## src/logic/gps_pkg.sv

```systemverilog
`default_nettype none

package gps_pkg;

   // One baseband sample, sign-magnitude
   typedef struct packed {
      logic       sign;            // Set for a negative sample
      logic [1:0] mag;             // Magnitude 0 to 3
   } baseband_t;

   // Position within the code period
   typedef struct packed {
      logic [9:0] chip;            // Chip index 0 to 1022
      logic [3:0] sub;             // Sample within the chip
   } code_phase_t;

   typedef logic signed [15:0] acc_t;   // Correlation sum

   localparam int CA_LEN = 1023;        // Chips per code period

   // G2 phase selector stages per PRN, {stage_a, stage_b}
   localparam logic [7:0] G2_TAPS [1:32] = '{
      8'h26, 8'h37, 8'h48, 8'h59,      // PRN 1 to 4
      8'h19, 8'h2A, 8'h18, 8'h29,      // PRN 5 to 8
      8'h3A, 8'h23, 8'h34, 8'h56,      // PRN 9 to 12
      8'h67, 8'h78, 8'h89, 8'h9A,      // PRN 13 to 16
      8'h14, 8'h25, 8'h36, 8'h47,      // PRN 17 to 20
      8'h58, 8'h69, 8'h13, 8'h46,      // PRN 21 to 24
      8'h57, 8'h68, 8'h79, 8'h8A,      // PRN 25 to 28
      8'h16, 8'h27, 8'h38, 8'h49       // PRN 29 to 32
   };

endpackage

`default_nettype wire

```

## src/logic/hex_driver.sv

```systemverilog
`timescale 1ns/1ps
`default_nettype none

module hex_driver (
   input  logic [3:0] value,          // Nibble to show
   input  logic       blank,          // Turn all segments off
   output logic [6:0] seg             // Segments g to a, active low
);

   always_comb begin
      unique case (value)
         4'h0: seg = 7'h40;
         4'h1: seg = 7'h79;
         4'h2: seg = 7'h24;
         4'h3: seg = 7'h30;
         4'h4: seg = 7'h19;
         4'h5: seg = 7'h12;
         4'h6: seg = 7'h02;
         4'h7: seg = 7'h78;
         4'h8: seg = 7'h00;
         4'h9: seg = 7'h10;
         4'hA: seg = 7'h08;
         4'hB: seg = 7'h03;           // Lower case b
         4'hC: seg = 7'h46;
         4'hD: seg = 7'h21;           // Lower case d
         4'hE: seg = 7'h06;
         default: seg = 7'h0E;        // F
      endcase
      if (blank) begin
         seg = 7'h7F;                 // Everything dark
      end
   end

endmodule

`default_nettype wire

```

## src/logic/ca_code_gen.sv

```systemverilog
`timescale 1ns/1ps
`default_nettype none

module ca_code_gen import gps_pkg::*; (
   input  logic       clk_sample,
   input  logic       arst_n,
   input  logic [4:0] prn,          // Satellite select, taken after reset
   input  logic       chip_adv,     // Step to the next chip
   output logic       ca_bit,       // Current chip
   output logic       last_chip     // Chip 1022 is on the output
);

   logic [10:1] g1;                 // G1 register, stage 1 on the right
   logic [10:1] g2;                 // G2 register
   logic [9:0]  chip_cnt;           // Chip index within the period
   logic [10:1] tap_mask;           // The two selected G2 stages
   logic [10:1] tap_new;            // Mask decoded from the table
   logic [7:0]  tap_pair;           // Table entry for this PRN
   logic [4:0]  prn_idx;            // PRN kept inside the table range
   logic        tap_ld;             // Mask still to be loaded
   logic        g1_fb;
   logic        g2_fb;

   assign prn_idx = (prn == 5'd0) ? 5'd1 : prn;   // PRN 0 falls back to PRN 1

   // x^10 + x^3 + 1
   assign g1_fb = g1[3] ^ g1[10];
   // x^10 + x^9 + x^8 + x^6 + x^3 + x^2 + 1
   assign g2_fb = g2[2] ^ g2[3] ^ g2[6] ^ g2[8] ^ g2[9] ^ g2[10];

   assign last_chip = (chip_cnt == 10'(CA_LEN - 1));

   // All-ones state gives chip 0 = 1 for any mask, so the mask may load late
   assign ca_bit = g1[10] ^ (^(g2 & tap_mask));

   always_comb begin
      tap_pair = G2_TAPS[prn_idx];
      tap_new  = (10'b1 << (tap_pair[7:4] - 4'd1)) |
                 (10'b1 << (tap_pair[3:0] - 4'd1));   // One bit per stage
   end

   always_ff @(posedge clk_sample or negedge arst_n) begin
      if (!arst_n) begin
         g1       <= '1;            // Both registers start all ones
         g2       <= '1;
         chip_cnt <= '0;
         tap_mask <= '0;
         tap_ld   <= 1'b1;
      end else begin
         if (tap_ld) begin
            tap_mask <= tap_new;    // PRN captured once per reset
            tap_ld   <= 1'b0;
         end
         if (chip_adv) begin
            if (last_chip) begin
               g1       <= '1;      // Reload at the period boundary
               g2       <= '1;
               chip_cnt <= '0;
            end else begin
               g1       <= {g1[9:1], g1_fb};
               g2       <= {g2[9:1], g2_fb};
               chip_cnt <= chip_cnt + 10'd1;
            end
         end
      end
   end

endmodule

`default_nettype wire

```

## src/logic/ca_upsampler.sv

```systemverilog
`timescale 1ns/1ps
`default_nettype none

module ca_upsampler import gps_pkg::*; #(
   parameter int SAMPLES_PER_CHIP = 4     // Samples per chip, 1 to 16
) (
   input  logic        clk_sample,
   input  logic        arst_n,
   input  logic [4:0]  prn,
   output logic        ca_bit,            // Chip held for the whole chip time
   output code_phase_t code_phase,        // Chip and sample position
   output logic        epoch              // Last sample of the code period
);

   localparam logic [3:0] SUB_LAST = 4'(SAMPLES_PER_CHIP - 1);
   localparam logic [9:0] CHIP_LAST = 10'(CA_LEN - 1);

   logic [3:0] sub_cnt;                   // Sample within the chip
   logic [9:0] chip_idx;                  // Chip index for code_phase
   logic       chip_adv;                  // Last sample of this chip
   logic       last_chip;                 // From the generator

   assign chip_adv = (sub_cnt == SUB_LAST);
   assign epoch    = chip_adv & last_chip;   // One cycle per period

   assign code_phase = '{chip: chip_idx, sub: sub_cnt};

   always_ff @(posedge clk_sample or negedge arst_n) begin
      if (!arst_n) begin
         sub_cnt  <= '0;
         chip_idx <= '0;
      end else begin
         if (chip_adv) begin
            sub_cnt <= '0;
            if (chip_idx == CHIP_LAST) begin
               chip_idx <= '0;            // Wrap with the code period
            end else begin
               chip_idx <= chip_idx + 10'd1;
            end
         end else begin
            sub_cnt <= sub_cnt + 4'd1;
         end
      end
   end

   // Gold code source, stepped once per chip
   ca_code_gen u_code_gen (
      .clk_sample (clk_sample),
      .arst_n     (arst_n),
      .prn        (prn),
      .chip_adv   (chip_adv),
      .ca_bit     (ca_bit),
      .last_chip  (last_chip)
   );

endmodule

`default_nettype wire

```

## src/logic/code_correlator.sv

```systemverilog
`timescale 1ns/1ps
`default_nettype none

module code_correlator import gps_pkg::*; (
   input  logic      clk_sample,
   input  logic      arst_n,
   input  baseband_t baseband,        // One sample per cycle
   input  logic      ca_bit,          // Local replica chip
   input  logic      epoch,           // Last sample of the period
   output acc_t      accumulator,     // Sum of the last full period
   output logic      dump             // New sum on accumulator
);

   logic signed [2:0] mag_s;          // Magnitude as a signed value
   logic signed [2:0] term;           // Sample with the code wiped off
   acc_t              sum;            // Running sum of this period
   acc_t              sum_next;       // Sum including this sample

   // Chip 1 maps to -1, so a negative sample times chip 1 is positive
   always_comb begin
      mag_s    = $signed({1'b0, baseband.mag});
      term     = (baseband.sign ^ ca_bit) ? -mag_s : mag_s;
      sum_next = sum + acc_t'(term);  // Sign-extended add
   end

   always_ff @(posedge clk_sample or negedge arst_n) begin
      if (!arst_n) begin
         sum         <= '0;
         accumulator <= '0;
         dump        <= 1'b0;
      end else begin
         dump <= epoch;               // Pulse lines up with the new value
         if (epoch) begin
            accumulator <= sum_next;  // Includes the epoch sample
            sum         <= '0;        // Next period starts clean
         end else begin
            sum <= sum_next;
         end
      end
   end

endmodule

`default_nettype wire

```

## src/logic/gps_display.sv

```systemverilog
`timescale 1ns/1ps
`default_nettype none

module gps_display import gps_pkg::*; (
   input  logic       clk_sample,
   input  logic       arst_n,
   input  acc_t       accumulator,    // Last correlation dump
   input  logic [4:0] prn,
   input  logic       view_cnt,       // Show the sample counter instead
   output logic [6:0] hex0,
   output logic [6:0] hex1,
   output logic [6:0] hex2,
   output logic [6:0] hex3,
   output logic [6:0] hex4,           // PRN units
   output logic [6:0] hex5            // PRN tens
);

   logic [15:0] sample_cnt;           // Samples since reset, wraps
   logic [15:0] view_q;               // Value on the four low digits
   logic [3:0]  prn_tens;
   logic [3:0]  prn_units;
   logic [3:0]  tens_q;
   logic [3:0]  units_q;
   logic        live;                 // Low until the first cycle after reset

   // Binary PRN to two decimal digits, 0 to 31
   always_comb begin
      if (prn >= 5'd30) begin
         prn_tens  = 4'd3;
         prn_units = 4'(prn - 5'd30);
      end else if (prn >= 5'd20) begin
         prn_tens  = 4'd2;
         prn_units = 4'(prn - 5'd20);
      end else if (prn >= 5'd10) begin
         prn_tens  = 4'd1;
         prn_units = 4'(prn - 5'd10);
      end else begin
         prn_tens  = 4'd0;
         prn_units = 4'(prn);
      end
   end

   always_ff @(posedge clk_sample or negedge arst_n) begin
      if (!arst_n) begin
         sample_cnt <= '0;
         live       <= 1'b0;
      end else begin
         sample_cnt <= sample_cnt + 16'd1;
         live       <= 1'b1;
      end
   end

   // View multiplexer register, decoders follow
   always_ff @(posedge clk_sample) begin
      view_q  <= view_cnt ? sample_cnt : accumulator;
      tens_q  <= prn_tens;
      units_q <= prn_units;
   end

   hex_driver u_hex0 (.value(view_q[3:0]),   .blank(!live), .seg(hex0));
   hex_driver u_hex1 (.value(view_q[7:4]),   .blank(!live), .seg(hex1));
   hex_driver u_hex2 (.value(view_q[11:8]),  .blank(!live), .seg(hex2));
   hex_driver u_hex3 (.value(view_q[15:12]), .blank(!live), .seg(hex3));
   hex_driver u_hex4 (.value(units_q),       .blank(!live), .seg(hex4));
   hex_driver u_hex5 (.value(tens_q),        .blank(!live), .seg(hex5));

endmodule

`default_nettype wire

```

## src/logic/gps_track_top.sv

```systemverilog
`timescale 1ns/1ps
`default_nettype none

module gps_track_top import gps_pkg::*; #(
   parameter int SAMPLES_PER_CHIP = 4     // Chip hold in samples
) (
   input  logic        clk_sample,
   input  logic        arst_n,
   input  baseband_t   baseband,          // Continuous sample stream
   input  logic [4:0]  prn,               // Satellite select
   input  logic        view_cnt,          // Display view select
   output logic        ca_bit,
   output code_phase_t code_phase,
   output logic        dump,
   output acc_t        accumulator,
   output logic [6:0]  hex0,
   output logic [6:0]  hex1,
   output logic [6:0]  hex2,
   output logic [6:0]  hex3,
   output logic [6:0]  hex4,
   output logic [6:0]  hex5
);

   logic epoch;                           // End of each code period

   // Local code replica
   ca_upsampler #(
      .SAMPLES_PER_CHIP (SAMPLES_PER_CHIP)
   ) u_upsampler (
      .clk_sample (clk_sample),
      .arst_n     (arst_n),
      .prn        (prn),
      .ca_bit     (ca_bit),
      .code_phase (code_phase),
      .epoch      (epoch)
   );

   // Integrate and dump once per period
   code_correlator u_correlator (
      .clk_sample  (clk_sample),
      .arst_n      (arst_n),
      .baseband    (baseband),
      .ca_bit      (ca_bit),
      .epoch       (epoch),
      .accumulator (accumulator),
      .dump        (dump)
   );

   gps_display u_display (
      .clk_sample  (clk_sample),
      .arst_n      (arst_n),
      .accumulator (accumulator),
      .prn         (prn),
      .view_cnt    (view_cnt),
      .hex0        (hex0),
      .hex1        (hex1),
      .hex2        (hex2),
      .hex3        (hex3),
      .hex4        (hex4),
      .hex5        (hex5)
   );

endmodule

`default_nettype wire

```

## config.mk

```make
export PLATFORM = sky130hd
export DESIGN_NAME = gps_track_top
export DESIGN_NICKNAME = d
export VERILOG_FILES = /design/src/logic/gps_pkg.sv /design/src/logic/hex_driver.sv /design/src/logic/ca_code_gen.sv /design/src/logic/ca_upsampler.sv /design/src/logic/code_correlator.sv /design/src/logic/gps_display.sv /design/src/logic/gps_track_top.sv
export SDC_FILE = /design/constraint.sdc
export NUM_CORES = 1
export LEC_CHECK = 0
export BUFFER_PORTS_ARGS = -buffer_cell sky130_fd_sc_hd__buf_2
export CAP_MARGIN = 30
export CELL_PAD_IN_SITES_DETAIL_PLACEMENT = 1
export CELL_PAD_IN_SITES_GLOBAL_PLACEMENT = 2
export CORE_MARGIN = 2
export CORE_UTILIZATION = 40
export DETAILED_ROUTE_END_ITERATION = 16
export PLACE_DENSITY = 0.95
export REMOVE_ABC_BUFFERS = 1
export SYNTH_ARGS = -nofsm -noshare
export SYNTH_HDL_FRONTEND = slang
export SYNTH_SLANG_ARGS = --single-unit
```

## constraint.sdc

```tcl
create_clock -name clk_sample -period 8.4 [get_ports clk_sample]
set_clock_uncertainty 0.15 [all_clocks]
set_input_delay 0.42 -clock clk_sample [delete_from_list [all_inputs] [get_ports clk_sample]]
set_output_delay 0.42 -clock clk_sample [all_outputs]
set_load 0.005 [all_outputs]
```

# --- After elaboration in Yosys (flattened, before gate mapping) ---
# Memory sizes are Yosys's and may differ from the RTL's. A register that Yosys moved wholly into a read port is not among the register bits.
# Index checks and enable logic that the tools add are counted.
classes:
  addsub: 11
  mul: 0
  div: 0
  order_cmp: 4
  eq_ne: 3
  shifts: 2
  mux: 22
  n_bitwise: 12
  n_reduce_logical: 3
op_table:
  columns: ["cell", "count"]
  rows:
  - ["$mux 7", 6]
  - ["$mux 10", 4]
  - ["$mux 16", 2]
  - ["$add 10x1->10 const B", 2]
  - ["$eq 10x10->1 const B", 2]
  - ["$shl 1x4->10 const A", 2]
  - ["$add 16x1->16 const B", 1]
  - ["$add 16x3->16", 1]
  - ["$mux 4", 4]
  - ["$mux 8", 2]
  - ["$and 10x10->10", 1]
  - ["$ge 5x5->1 const B", 2]
  - ["$or 10x10->10", 1]
  - ["$reduce_xor 10->1", 1]
  - ["$sub 4x1->4 const B", 2]
  - ["$sub 4x4->4 const B", 2]
  - ["$xor 1x1->1", 8]
  - ["$ge 6x7->1 const B", 1]
  - ["$not 5->6", 1]
  - ["$ge 5x4->1 const B", 1]
  - ["$logic_not 5->1", 1]
  - ["$mux 5", 1]
  - ["$add 4x1->4 const B", 1]
  - ["$eq 4x2->1 const B", 1]
  - ["other kinds (6)", 7]
word_totals:
  regBits: 109
  latch_bits: 0
  mem_bits_rw: 0
  romBits: 1184
  in_bits: 11
  out_inout_bits: 74
  elab_cells: 78
  mem_count: 7
mem_list:
  columns: ["name", "words", "word_bits", "rd", "rd_clocked_by_memory_dff", "wr", "line", "rtl"]
  rows:
  - ["(no name shown)", 64, 8, 1, 0, 0, "ca_code_gen.sv:37", "tap_pair = G2_TAPS[prn_idx];"]
  - ["(no name shown)", 16, 7, 1, 1, 0, "hex_driver.sv:11", "unique case (value)"]
  - ["(no name shown)", 16, 7, 1, 1, 0, "hex_driver.sv:11", null]
  - ["(no name shown)", 16, 7, 1, 1, 0, "hex_driver.sv:11", null]
  - ["(no name shown)", 16, 7, 1, 1, 0, "hex_driver.sv:11", null]
  - ["(no name shown)", 16, 7, 1, 1, 0, "hex_driver.sv:11", null]
  - ["+1 memories", null, null, null, null, null, null, null]

# --- Depth between registers and ports, before layout ---
# Gate-level depths: netlist of the first run.
logic_depth:
  depth_word: 9
  mapped_depth: 15
  mapped_depth_nobuf: 14

# --- Modules after synthesis ---
# From an unflattened synthesis of the first run, not the netlist that was laid out.
hier_totals:
  cells_unflattened: 916
  area_unflattened_um2: 8583.2
modules_own_cells:
  columns: ["module", "instances", "cells_per_inst", "area_per_inst_um2", "seq_area_each_um2"]
  rows:
  - ["ca_code_gen", 1, 313, 2647.5, 1052.3]
  - ["hex_driver", 6, 35, 299.0, 0.0]
  - ["code_correlator", 1, 184, 1778.0, 825.8]
  - ["gps_display", 1, 133, 1619.1, 865.8]
  - ["ca_upsampler", 1, 76, 744.5, 350.3]

# --- Worst setup path after synthesis of the first run ---
# Ideal clock, no wire load.
synth_timing:
  path_kind: "register to register"
  start: "reg u_upsampler.u_code_gen.g2[6] (netlist bit)"
  end: "reg u_correlator.accumulator[13]"
  setup_time_ns: 0.132
  arrival_time_ns: 3.924
  required_time_ns: 8.118
  setup_slack_ns: 4.194
  path_stages_with_launch: 13
  path_buffers: 0
  synth_period_minus_slack_ns: 4.206
  cell_sequence: "dfstp_2 -> nand2_1 -> xnor3_1 -> xnor3_1 -> xor3_2 -> mux2_2 -> ha_1 -> a21o_1 -> or4_1 -> or4_1 -> a22oi_1 -> xor2_1 -> o21ai_1"
synth_between:
  elab_chain_len: 6
synth_rtl:
  columns: ["element", "line", "rtl"]
  rows:
  - ["from (decl)", "ca_code_gen.sv:14", "logic [10:1] g2;"]
  - ["from (signal assigned)", "ca_code_gen.sv:61", "g2 <= {g2[9:1], g2_fb};"]
  - ["$and 10x10->10", "ca_code_gen.sv:34", "assign ca_bit = g1[10] ^ (^(g2 & tap_mask));"]
  - ["$reduce_xor 10->1", "ca_code_gen.sv:34", null]
  - ["$xor 1x1->1", "ca_code_gen.sv:34", null]
  - ["$xor 1x1->1", "code_correlator.sv:22", "term = (baseband.sign ^ ca_bit) ? -mag_s : mag_s;"]
  - ["$mux 3", "code_correlator.sv:22", null]
  - ["$add 16x3->16", "code_correlator.sv:23", "sum_next = sum + acc_t'(term);"]
  - ["to (signal assigned)", "code_correlator.sv:34", "accumulator <= sum_next;"]
  - ["to (decl)", "code_correlator.sv:10", "output acc_t accumulator,"]
# No other way between the ends.
# A chain may end at the register's enable or synchronous reset.

# --- Worst setup path after layout of the first run ---
# Same ends and word-level chain as after synthesis.

==> metrics.md, run 1 <==
| Metric | Value |
|---|---|
| Hold Path Cell Cnt | `4` |
| Remaining Overflow, GRT | `0` |
| Post-detail-place hpwl | `13800 microns` |
| Die area | `22000 sq um` |
| Final core occ | `47.2%` |
| CP startpoint kind | `register` |
| Worst setup EP type | `register` |
| Max-cap viol count | `0` |
| Main synth FF type | `dfrtp_1` |
| FF-to-FF path depth | `12` |
| Vias per cell | `5.27` |
| TritonRoute pass-1 iters | `4` |
| VDD IR-drop max | `0.000145 V` |
| Mapped Area | `8350 sq um` |
| Delay-heaviest family, CP | `XOR/XNOR gates` |
| Maximum root-to-sink buffer count | `2` |
| Worst skew pair latency | `0.44 ns` |
| Final period utilization | `53.5%` |
| Slew @ Worst Pin | `1.04 ns` |
| R2R Path Start | `u_upsampler.u_code_gen.g2[6]$_DFFE_PN1P_` |
| Post-route ant nets | `0` |
| Top Ports | `85` |
| Most frequent cell after synthesis | `nand2_1` |
| Status | `finished, final reports clean` |
| Drt drc | `0` |
| Pwr Density | `201 nW/um^2` |
| Chip width | `148 microns` |
| Largest net degree at the start of global routing | `67` |
| Vias | `6806` |
| Final setup fails | `0` |
| H-tree lvl count | `4` |
| DP Worst Slack | `3.94 ns` |
| Crit-path max FO | `7` |
| Overall routing resource usage | `19.2%` |
| CTS tree | `done` |
| R2r setup slk | `3.91 ns` |
| Syn avg cell area | `8.90 sq um` |
| Yosys warns | `0` |
| Number of diodes | `0` |
| Post-synthesis sequential area ratio | `40.7%` |
| Share of layout cells above drive strength 1 | `16.8%` |
| Commonest cells in the netlist | `nand2_1 (133), dfrtp_1 (84), nor2_1 (81)` |
| First-pass GRT wire length | `34300 microns` |
| Sum Neg Setup Slack | `0 ns` |
| Count of different cell masters after synthesis | `67` |
| R2R Path End | `u_correlator.accumulator[13]$_DFFE_PN0P_` |
| Pint | `1.35 mW` |
| Leakage | `4.36 nW` |
| Core footprint | `20400 sq um` |
| Site Rows | `52` |
| Logic gate share of total power | `18.0%` |
| Worst hold path endpoint | `u_correlator.accumulator[0]$_DFFE_PN0P_` |
| Root Buffer | `clkbuf_16` |
| WL per Instance | `15.7 microns` |
| Top post-synthesis cells by area | `dfrtp_1 (25%), dfxtp_1 (8.9%), ha_1 (7.6%)` |
| Total setup buffers inserted after CTS | `0` |
| WP buf/inv | `0` |
| Worst setup margin | `3.91 ns` |
| Yosys reg bits | `142` |
| Final hold slack | `0.227 ns` |
| RSZ-0062 raised after global routing | `no` |
| Worst-path cell chain | `nand2_1, xnor3_1, xnor3_1, xor3_2, mux2_2, ha_1, a21o_1, or4_1, or4_1, a22oi_1, xor2_1, o21ai_1` |
| CP Class | `register to register` |
| Clock slew at reported path FFs | `0.06 ns` |
| Vias in the first global route | `6924` |
| CTS Buf Count | `17` |
| Switch share | `30.0%` |
| Critical path's slowest cell | `dfstp_2` |
| Top cell type's share of synthesized area | `25.2%` |
| Clock power frac | `40.3%` |
| Die height | `148 microns` |
| PortBufs | `84` |
| Reg power frac | `41.7%` |
| Initial Utilization | `41.0%` |
| Area Growth Syn to Fin | `15.2%` |
| GP Congestion | `0.796` |
| Footprint of the multi-input gates | `4630 sq um` |
| Fin nets | `1071` |
| Max incr delay on CP | `0.56 ns` |
| Worst rel slew slack | `28.7%` |
| Post-detailed-routing wire length | `20200 microns` |
| Cell taking the most area after synthesis | `dfrtp_1` |
| Worst min path class | `primary input to register` |
| Hold_sp | `baseband[0]` |
| Antenna violations before repair | `0` |
| FF/Latch Area | `3390 sq um` |
| Drt initial violations | `310` |
| Pins Over Slew Limit | `0` |
| CP Data Required Time | `8.55 ns` |
| Post-Synthesis Cells | `938` |
| Clk sinks | `142` |
| Max Fclk | `223 MHz` |
| Arr. time, crit path | `4.64 ns` |
| Min Tclk post-route | `4.49 ns` |
| Psw | `0.578 mW` |
| Final Hold Viols | `0` |
| Fillers | `2440` |
| EDFF count, synth | `0` |
| FFs w/ async S/R, synth | `73.9%` |
-- cells by family (layout without fill, tap and decap cells) --
logic type	after synthesis	in the layout	share of synthesized area (%)
adders and majority gates	52	52	7.88
AOI/OAI and AO/OA	195	195	14.6
other	2	2	0.0900
buffers and inverters	83	166	3.97
and+or+nand+nor	368	368	21.2
muxes	41	41	5.35
xor gates and xnor gates	55	55	6.30
DFF	142	142	40.7
-- layout make-up --
type | count | share of cell area (%)
multi-input combinational | 713 | 48.2
sequential | 142 | 35.3
clock buffer | 20 | 5.09
timing repair buffer | 92 | 5.05
tap | 270 | 3.51
inverter | 42 | 1.64
clock inverter | 12 | 1.25
-- repair_timing --
action,4_1_cts,5_1_grt
hold endpoints to repair,22,0
hold buffers,1,0
endpoints found under the setup margin,0,0
resized for setup,0,0
-- placed cells by master (no fill, tap or decap), drive strengths merged, types with 3 or more instances in the layout --
| master | count |
|---|---|
| a211oi | 7 |
| a21o | 6 |
| a21oi | 35 |
| a22oi | 10 |
| a2bb2oi | 3 |
| a31oi | 10 |
| a32o | 6 |
| and2 | 8 |
| and3 | 6 |
| buf | 91 |
| clkbuf | 20 |
| clkinv | 6 |
| dfrtp | 84 |
| dfstp | 21 |
| dfxtp | 37 |
| ha | 51 |
| inv | 46 |
| mux2 | 9 |
| mux2i | 30 |
| nand2 | 133 |
| nand2b | 49 |
| nand3 | 26 |
| nand3b | 4 |
| nand4 | 10 |
| nor2 | 82 |
| nor2b | 12 |
| nor3 | 12 |
| nor3b | 4 |
| o21a | 3 |
| o21ai | 80 |
| o22ai | 7 |
| o2bb2ai | 3 |
| o31ai | 7 |
| or2 | 7 |
| or3 | 6 |
| xnor2 | 34 |
| xor2 | 18 |
-- stage by stage --
stage,cell area [sq um],power (mW),std cells
2_1_floorplan,8170,1.05,897
3_3_place_gp,8990,1.15,1257
3_5_place_dp,9000,1.17,1258
4_1_cts,9620,1.96,1291
5_1_grt,9620,2.04,1291
6_report,9620,1.93,1291
-- power groups by stage --
stage          registers, mW  logic, mW  clock network [mW]
5_1_grt                0.814      0.398               0.828
2_1_floorplan          0.800      0.249                   0
3_3_place_gp           0.816      0.336                   0
3_5_place_dp           0.816      0.349                   0
6_report               0.805      0.348               0.778
4_1_cts                0.805      0.353               0.798
-- per-layer routing --
metal,global-route usage [%],routed length [microns],up-vias,share of wire (%)
met3,3.22,545,18,2.7
li1,-,-,3345,-
met2,33.4,10100,93,50
met5,0,0,-,0
met1,24.4,9380,3350,46
met4,6.10,211,0,1.0
-- tightest hold or removal path, stage by stage --
cell,delay (ns)
buf_2,0.10
ha_1,0.14
nand2_1,0.05
nand2_1,0.06
-- worst max path at each step --
stage                                             startpoint                                        to  slack, ns  cells past startpoint
CTS                 u_upsampler.u_code_gen.g2[6]$_DFFE_PN1P_  u_correlator.accumulator[13]$_DFFE_PN0P_       3.87                     12
floorplan           u_upsampler.u_code_gen.g2[6]$_DFFE_PN1P_  u_correlator.accumulator[13]$_DFFE_PN0P_       4.18                     12
global route        u_upsampler.u_code_gen.g2[6]$_DFFE_PN1P_  u_correlator.accumulator[13]$_DFFE_PN0P_       3.62                     12
finish              u_upsampler.u_code_gen.g2[6]$_DFFE_PN1P_  u_correlator.accumulator[13]$_DFFE_PN0P_       3.91                     12
global placement    u_upsampler.u_code_gen.g2[6]$_DFFE_PN1P_  u_correlator.accumulator[13]$_DFFE_PN0P_       4.02                     12
detailed placement  u_upsampler.u_code_gen.g2[6]$_DFFE_PN1P_            u_correlator.sum[13]$_DFF_PN0_       3.94                     12
Note: power is estimated with default switching activity, not from simulation.
==> inputs of run 2 (changes only) <==
- CORE_UTILIZATION: 40 -> 33
- PLACE_DENSITY: 0.95 -> 0.85
- clock period: 8.4 -> 3.72 ns (I/O delays scaled with it)
==> metrics.md, run 2 (same netlist as run 1, synthesis figures left out) <==
| Metric | Value |
|---|---|
| Status | `complete, but fails checks` |
| Violated checks | `setup timing` |
| Final setup fails | `12 (+12)` |
| CP Data Required Time | `3.87 ns (-4.68 ns)` |
| Fin nets | `1112 (+3.8%)` |
| Final period utilization | `106% (+52 points)` |
| Area Growth Syn to Fin | `21.0%` |
| Critical path's slowest cell | `dfstp_2` |
| Leakage | `4.58 nW (+5.2%)` |
| Pins Over Slew Limit | `0 (unchanged)` |
| Post-detailed-routing wire length | `20600 microns (+1.7%)` |
| Largest net degree at the start of global routing | `40 (-40%)` |
| Worst rel slew slack | `34.3% (+5.6 points)` |
| Core footprint | `25000 sq um (+23%)` |
| Worst min path class | `primary input to asynchronous set/reset pin` |
| Post-detail-place hpwl | `14400 microns (+4.4%)` |
| Worst setup EP type | `register` |
| Post-route ant nets | `0 (unchanged)` |
| Initial Utilization | `33.3% (-7.6 points)` |
| Most common cell after layout, fill and taps aside | `nand2_1` |
| Total power after layout | `4.50 mW (+130%)` |
| Final Hold Viols | `0 (unchanged)` |
| VDD IR-drop max | `0.000289 V (+100%)` |
| Vias in the first global route | `7107 (+2.6%)` |
| FF-to-FF path depth | `13 (+1)` |
| Clock slew at reported path FFs | `0.07 ns (about the same)` |
| Most frequent cells in the layout | `nand2_1 (132), dfrtp_1 (84), buf_2 (83)` |
| Max Fclk | `254 MHz (+14%)` |
| WL per Instance | `14.8 microns (-5.7%)` |
| CP startpoint kind | `register` |
| Pwr Density | `445 nW/um^2 (+120%)` |
| Number of diodes | `0 (unchanged)` |
| Max-cap viol count | `0 (unchanged)` |
| First-pass GRT wire length | `35100 microns (+2.3%)` |
| RSZ-0062 raised after global routing | `yes` |
| CTS tree | `done` |
| Maximum root-to-sink buffer count | `2 (unchanged)` |
| Die area | `26600 sq um (+21%)` |
| Worst skew pair latency | `0.42 ns (-0.02 ns)` |
| Worst setup margin | `-0.217 ns (-4.13 ns)` |
| Overall routing resource usage | `16.1% (-3.1 points)` |
| GP Congestion | `0.797 (about the same)` |
| R2R Path Start | `u_upsampler.u_code_gen.g2[6]$_DFFE_PN1P_` |
| Site Rows | `58 (+12%)` |
| PortBufs | `84 (unchanged)` |
| Vias per cell | `4.98 (-5.5%)` |
| R2R Path End | `u_correlator.accumulator[7]$_DFFE_PN0P_` |
| Drt drc | `0 (unchanged)` |
| Remaining Overflow, GRT | `0 (unchanged)` |
| CP Class | `register to register` |
| R2r setup slk | `-0.22 ns (-4.13 ns)` |
| Worst-path cell chain | `nand2_1, xnor3_1, xnor3_1, xor3_2, mux2_4, ha_4, a21o_1, or4_4, buf_6, or3_4, mux2i_2, xnor2_1, o21ai_1` |
| Arr. time, crit path | `4.09 ns (-0.55 ns)` |
| DP Worst Slack | `-0.475 ns (-4.42 ns)` |
| Top Ports | `85 (unchanged)` |
| Root Buffer | `clkbuf_16` |
| Die height | `163 microns (+9.8%)` |
| Antenna violations before repair | `0 (unchanged)` |
| Most used cell, CP | `xnor3_1` |
| Clk sinks | `142 (unchanged)` |
| Vias | `6933 (+1.9%)` |
| Crit-path max FO | `4 (-3)` |
| CTS Buf Count | `17 (unchanged)` |
| H-tree lvl count | `4 (unchanged)` |
| Min Tclk post-route | `3.94 ns (-0.554 ns)` |
| Max incr delay on CP | `0.53 ns (-0.03 ns)` |
| Slew @ Worst Pin | `0.959 ns (-0.0814 ns)` |
| Chip width | `163 microns (+9.8%)` |
| Share of layout cells above drive strength 1 | `21.6% (+4.7 points)` |
| Drt initial violations | `320 (+3.2%)` |
| TritonRoute pass-1 iters | `4 (unchanged)` |
run 2: cell types whose count changed in the layout (fill, tap and decap cells not counted), moves of 2 or more:
cell and delta:
mux2i_1 -2, or4_4 +2, or4_1 -2, inv_6 +3, nor2_1 -3, clkbuf_16 -2
nor2_2 +2, buf_4 +39
run 2: per-stage QoR:
stage | cells | hold WS (ns) | util, % | TNS (ns) | area (sq um)
finish | 1392 | 0.0830 | 40.3 | -1.33 | 10100
global route | 1392 | 0.122 | 40.3 | -3.71 | 10100
CTS | 1388 | 0.0958 | 39.9 | -1.55 | 10000
detailed placement | 1350 | 0.0145 | 37.2 | -4.65 | 9310
global placement | 1349 | 0.0104 | 37.2 | -3.40 | 9300
floorplan | 897 | -0.260 | - | -5.59 | 8170
run 2: repair_timing:
action | in CTS | in global routing
buffers inserted | 4 | 4
hold endpoints to repair | 33 | 0
resized for setup | 8 | 16
hold buffers | 2 | 0
pin swaps | 6 | 10
setup endpoints to repair | 20 | 20
run 2: final cells by class:
type	instances	area, sq um
fillers	2958	14900
multi-input cells	713	4730
flip-flops and latches	142	3390
repair buffers	133	800
clock buffers	17	425
well taps	330	413
clock inverters	15	174
inverters	42	158
run 2: routing by layer:
layer | up-vias | GRT usage [%] | part of all wire (%)
met3 | 13 | 2.34 | 2.4
met2 | 80 | 28.0 | 49
met1 | 3405 | 21.0 | 48
li1 | 3435 | - | -
met5 | - | 0 | 0
met4 | 0 | 4.42 | 1.0
run 2: worst max-delay path by stage:
stage	from	end	slack (ns)	depth (start not counted)
CTS	u_upsampler.u_code_gen.g2[7]$_DFFE_PN1P_	u_correlator.accumulator[7]$_DFFE_PN0P_	-0.25	13
floorplan	u_upsampler.u_code_gen.g2[6]$_DFFE_PN1P_	u_correlator.accumulator[13]$_DFFE_PN0P_	-0.50	12
finish	u_upsampler.u_code_gen.g2[6]$_DFFE_PN1P_	u_correlator.accumulator[7]$_DFFE_PN0P_	-0.22	13
global placement	u_upsampler.u_code_gen.g2[6]$_DFFE_PN1P_	u_correlator.accumulator[13]$_DFFE_PN0P_	-0.37	12
global route	u_upsampler.u_code_gen.g2[6]$_DFFE_PN1P_	u_correlator.accumulator[13]$_DFFE_PN0P_	-0.34	12
detailed placement	u_upsampler.u_code_gen.g2[6]$_DFFE_PN1P_	u_correlator.sum[7]$_DFF_PN0_	-0.47	13
run 2: report_power, final:
group	total, mW	leakage (nW)	switching [mW]	internal [mW]
clock network	1.77	0.294	0.754	1.01
logic	0.895	2.76	0.476	0.419
registers	1.83	1.53	0.149	1.68
run 2: critical path, delay by kind of cell (launching register included):
family | cells | cell delay, ns
compound gates | 2 | 0.26
mux | 2 | 0.51
flops | 1 | 0.53
xor+xnor | 4 | 1.22
fa+ha+maj | 1 | 0.21
buf+inv | 1 | 0.14
simple gates | 3 | 0.80
==> inputs of run 3 (changes only) <==
- CORE_ASPECT_RATIO: default -> 0.75
- CORE_UTILIZATION: 33 -> 38
- CTS_BUF_LIST: default -> sky130_fd_sc_hd__clkbuf_8
- PLACE_DENSITY: 0.85 -> 0.91
- clock period: 3.72 -> 4.36 ns (I/O delays scaled with it)
==> metrics.md, run 3 (same netlist as run 1, synthesis figures left out) <==
| Metric | Value |
|---|---|
| H-tree lvl count | `4 (unchanged)` |
| Post-route ant nets | `0 (unchanged)` |
| Min Tclk post-route | `4.15 ns (+0.209 ns)` |
| R2R Path Start | `u_upsampler.u_code_gen.g2[6]$_DFFE_PN1P_` |
| Root Buffer | `clkbuf_8` |
| Number of diodes | `0 (unchanged)` |
| Overall routing resource usage | `18.0% (+1.8 points)` |
| R2R Path End | `u_correlator.accumulator[15]$_DFFE_PN0P_` |
| Chip width | `175 microns (+7.4%)` |
| Max Fclk | `241 MHz (-5.0%)` |
| First-pass GRT wire length | `34400 microns (-2.0%)` |
| Share of layout cells above drive strength 1 | `17.6% (-4.0 points)` |
| Site Rows | `46 (-21%)` |
| Area Growth Syn to Fin | `13.7%` |
| Worst rel slew slack | `31.1% (-3.1 points)` |
| CP Launch Point | `u_upsampler.u_code_gen.g2[6]$_DFFE_PN1P_` |
| Arr. time, crit path | `4.37 ns (+0.28 ns)` |
| Drt initial violations | `354 (+11%)` |
| Most frequent cells in the layout | `nand2_1 (133), dfrtp_1 (84), buf_2 (83)` |
| Die area | `23200 sq um (-13%)` |
| Core footprint | `21400 sq um (-15%)` |
| Maximum root-to-sink buffer count | `2 (unchanged)` |
| GP Congestion | `0.801 (+0.49%)` |
| Max-cap viol count | `0 (unchanged)` |
| Die height | `132 microns (-19%)` |
| Delay-heaviest family, CP | `XOR/XNOR gates` |
| Antenna violations before repair | `0 (unchanged)` |
| Remaining Overflow, GRT | `0 (unchanged)` |
| CTS tree | `done` |
| Grt met1 use | `26.1% (+5.1 points)` |
| Reg power frac | `48.4% (+7.6 points)` |
| Vias per cell | `5.18 (+4.1%)` |
| DP Worst Slack | `0.0800 ns (+0.555 ns)` |
| Most common cell after layout, fill and taps aside | `nand2_1` |
| Psw | `1.05 mW (-24%)` |
| PortBufs | `84 (unchanged)` |
| Logic gate share of total power | `21.8% (+1.9 points)` |
| Worst-path cell chain | `nand2_1, xnor3_1, xnor3_1, xor3_2, mux2_2, ha_1, a21o_1, or4_1, buf_4, nor2_1, nor3_1, o221ai_2, a31oi_2, o31ai_2` |
| Final setup fails | `0 (-12)` |
| CP startpoint kind | `register` |
| Pint | `2.15 mW (-31%)` |
| TritonRoute pass-1 iters | `4 (unchanged)` |
| Pwr Density | `337 nW/um^2 (-24%)` |
| CP Class | `register to register` |
| Clock slew at reported path FFs | `0.08 ns (about the same)` |
| VDD IR-drop max | `0.000206 V (-29%)` |
| Worst setup EP type | `register` |
| Sum Neg Setup Slack | `0 ns (+1.33 ns)` |
| FF/Latch Area | `3390 sq um (unchanged)` |
| Fin nets | `1081 (-2.8%)` |
| Worst min path class | `primary input to register` |
| Top Ports | `85 (unchanged)` |
| Worst skew pair latency | `0.47 ns (+0.05 ns)` |
| Final hold slack | `0.125 ns (+0.0422 ns)` |
| RSZ-0062 raised after global routing | `no` |
| Most used cell, CP | `xnor3_1` |
| Drt drc | `0 (unchanged)` |
| Pins Over Slew Limit | `0 (unchanged)` |
| WP buf/inv | `1 (unchanged)` |
| FF-to-FF path depth | `14 (+1)` |
| Final Hold Viols | `0 (unchanged)` |
| WL per Instance | `15.3 microns (+3.4%)` |
| Crit-path max FO | `4 (unchanged)` |
| Worst setup margin | `0.214 ns (+0.431 ns)` |
| Vias | `6838 (-1.4%)` |
| Met2 usage in global routing | `27.4% (-0.62 points)` |
| Switch share | `32.7% (+2.1 points)` |
| Max incr delay on CP | `0.57 ns (+0.04 ns)` |
| Total setup buffers inserted after CTS | `0 (-4)` |
| CP Data Required Time | `4.59 ns (+0.72 ns)` |
| Critical path's slowest cell | `dfstp_2` |
| CTS Buf Count | `17 (unchanged)` |
| Vias in the first global route | `6818 (-4.1%)` |
| GRT Max-Usage Layer | `met2` |
| Post-detailed-routing wire length | `20200 microns (-2.0%)` |
| WP depth | `14 (+1)` |
| Status | `finished, final reports clean` |
| Post-Place Cells | `1283 (-5.0%)` |
| Fin cells | `1319 (-5.2%)` |
| R2r setup slk | `0.21 ns (+0.43 ns)` |
| Clock power frac | `29.8% (-9.5 points)` |
| Post-detail-place hpwl | `14600 microns (+1.5%)` |
| Leakage | `4.30 nW (-6.2%)` |
| Clk sinks | `142 (unchanged)` |
| Initial Utilization | `39.1% (+5.8 points)` |
| Fillers | `2536 (-14%)` |
| Slew @ Worst Pin | `1.00 ns (+0.0457 ns)` |
| Setup crit end | `u_correlator.accumulator[15]$_DFFE_PN0P_` |
| Footprint of the multi-input gates | `4640 sq um (-1.9%)` |
| Met3 Use GR | `3.29% (+0.95 points)` |
| Final period utilization | `95.1% (-11 points)` |
| Largest net degree at the start of global routing | `74 (+85%)` |
run 3: repair_timing:
item	CTS	global route
endpoints found under the hold margin	69	3
resized for setup	0	3
endpoints found under the setup margin	0	6
hold buffers	2	1
run 3: layout make-up:
class,count,share of cell area (%)
multi-input combinational,713,49.0
sequential,142,35.8
timing repair buffer,102,6.17
tap,288,3.80
clock buffer,18,2.61
inverter,42,1.66
clock inverter,14,1.02
run 3: power by group through the flow:
stage                     registers, mW  clock network [mW]  logic (mW)
after floorplan                    1.54                   0       0.480
after global placement             1.57                   0       0.661
after detailed placement           1.57                   0       0.686
after CTS                          1.55               0.986       0.690
after global routing               1.57                1.05       0.789
final                              1.55               0.954       0.697
run 3: how the worst min path moves through the flow:
stage,startpoint,end,slack (ns),depth (start not counted)
floorplan,arst_n,u_correlator.accumulator[0]$_DFFE_PN0P_,-0.23,0
global placement,arst_n,u_upsampler.chip_idx[7]$_DFFE_PN0P_,0.26,1
detailed placement,arst_n,u_upsampler.chip_idx[7]$_DFFE_PN0P_,0.26,1
CTS,prn[0],register,0.09,2
global route,prn[0],register,0.10,2
finish,prn[0],register,0.13,2
run 3: per-stage QoR:
step	cell area [sq um]	util [%]	power (mW)
after floorplan	8170	-	2.02
after global placement	9070	42.5	2.23
after global routing	9490	44.4	3.40
final	9490	44.4	3.20
after detailed placement	9070	42.5	2.26
after CTS	9440	44.2	3.22
run 3: worst register-to-register path, cell delays in order (launching register included):
cell	delay, ns
dfstp_2	0.57
nand2_1	0.07
xnor3_1	0.39
xnor3_1	0.29
xor3_2	0.41
mux2_2	0.31
ha_1	0.29
a21o_1	0.22
or4_1	0.42
buf_4	0.17
nor2_1	0.12
nor3_1	0.08
o221ai_2	0.23
a31oi_2	0.15
o31ai_2	0.22
run 3: metal layers:
metal / share of wire (%) / vias up
met1: 53 / 3346
li1: - / 3381
met2: 43 / 93
met5: 0 / -
met4: 1.1 / 0
met3: 3.0 / 18
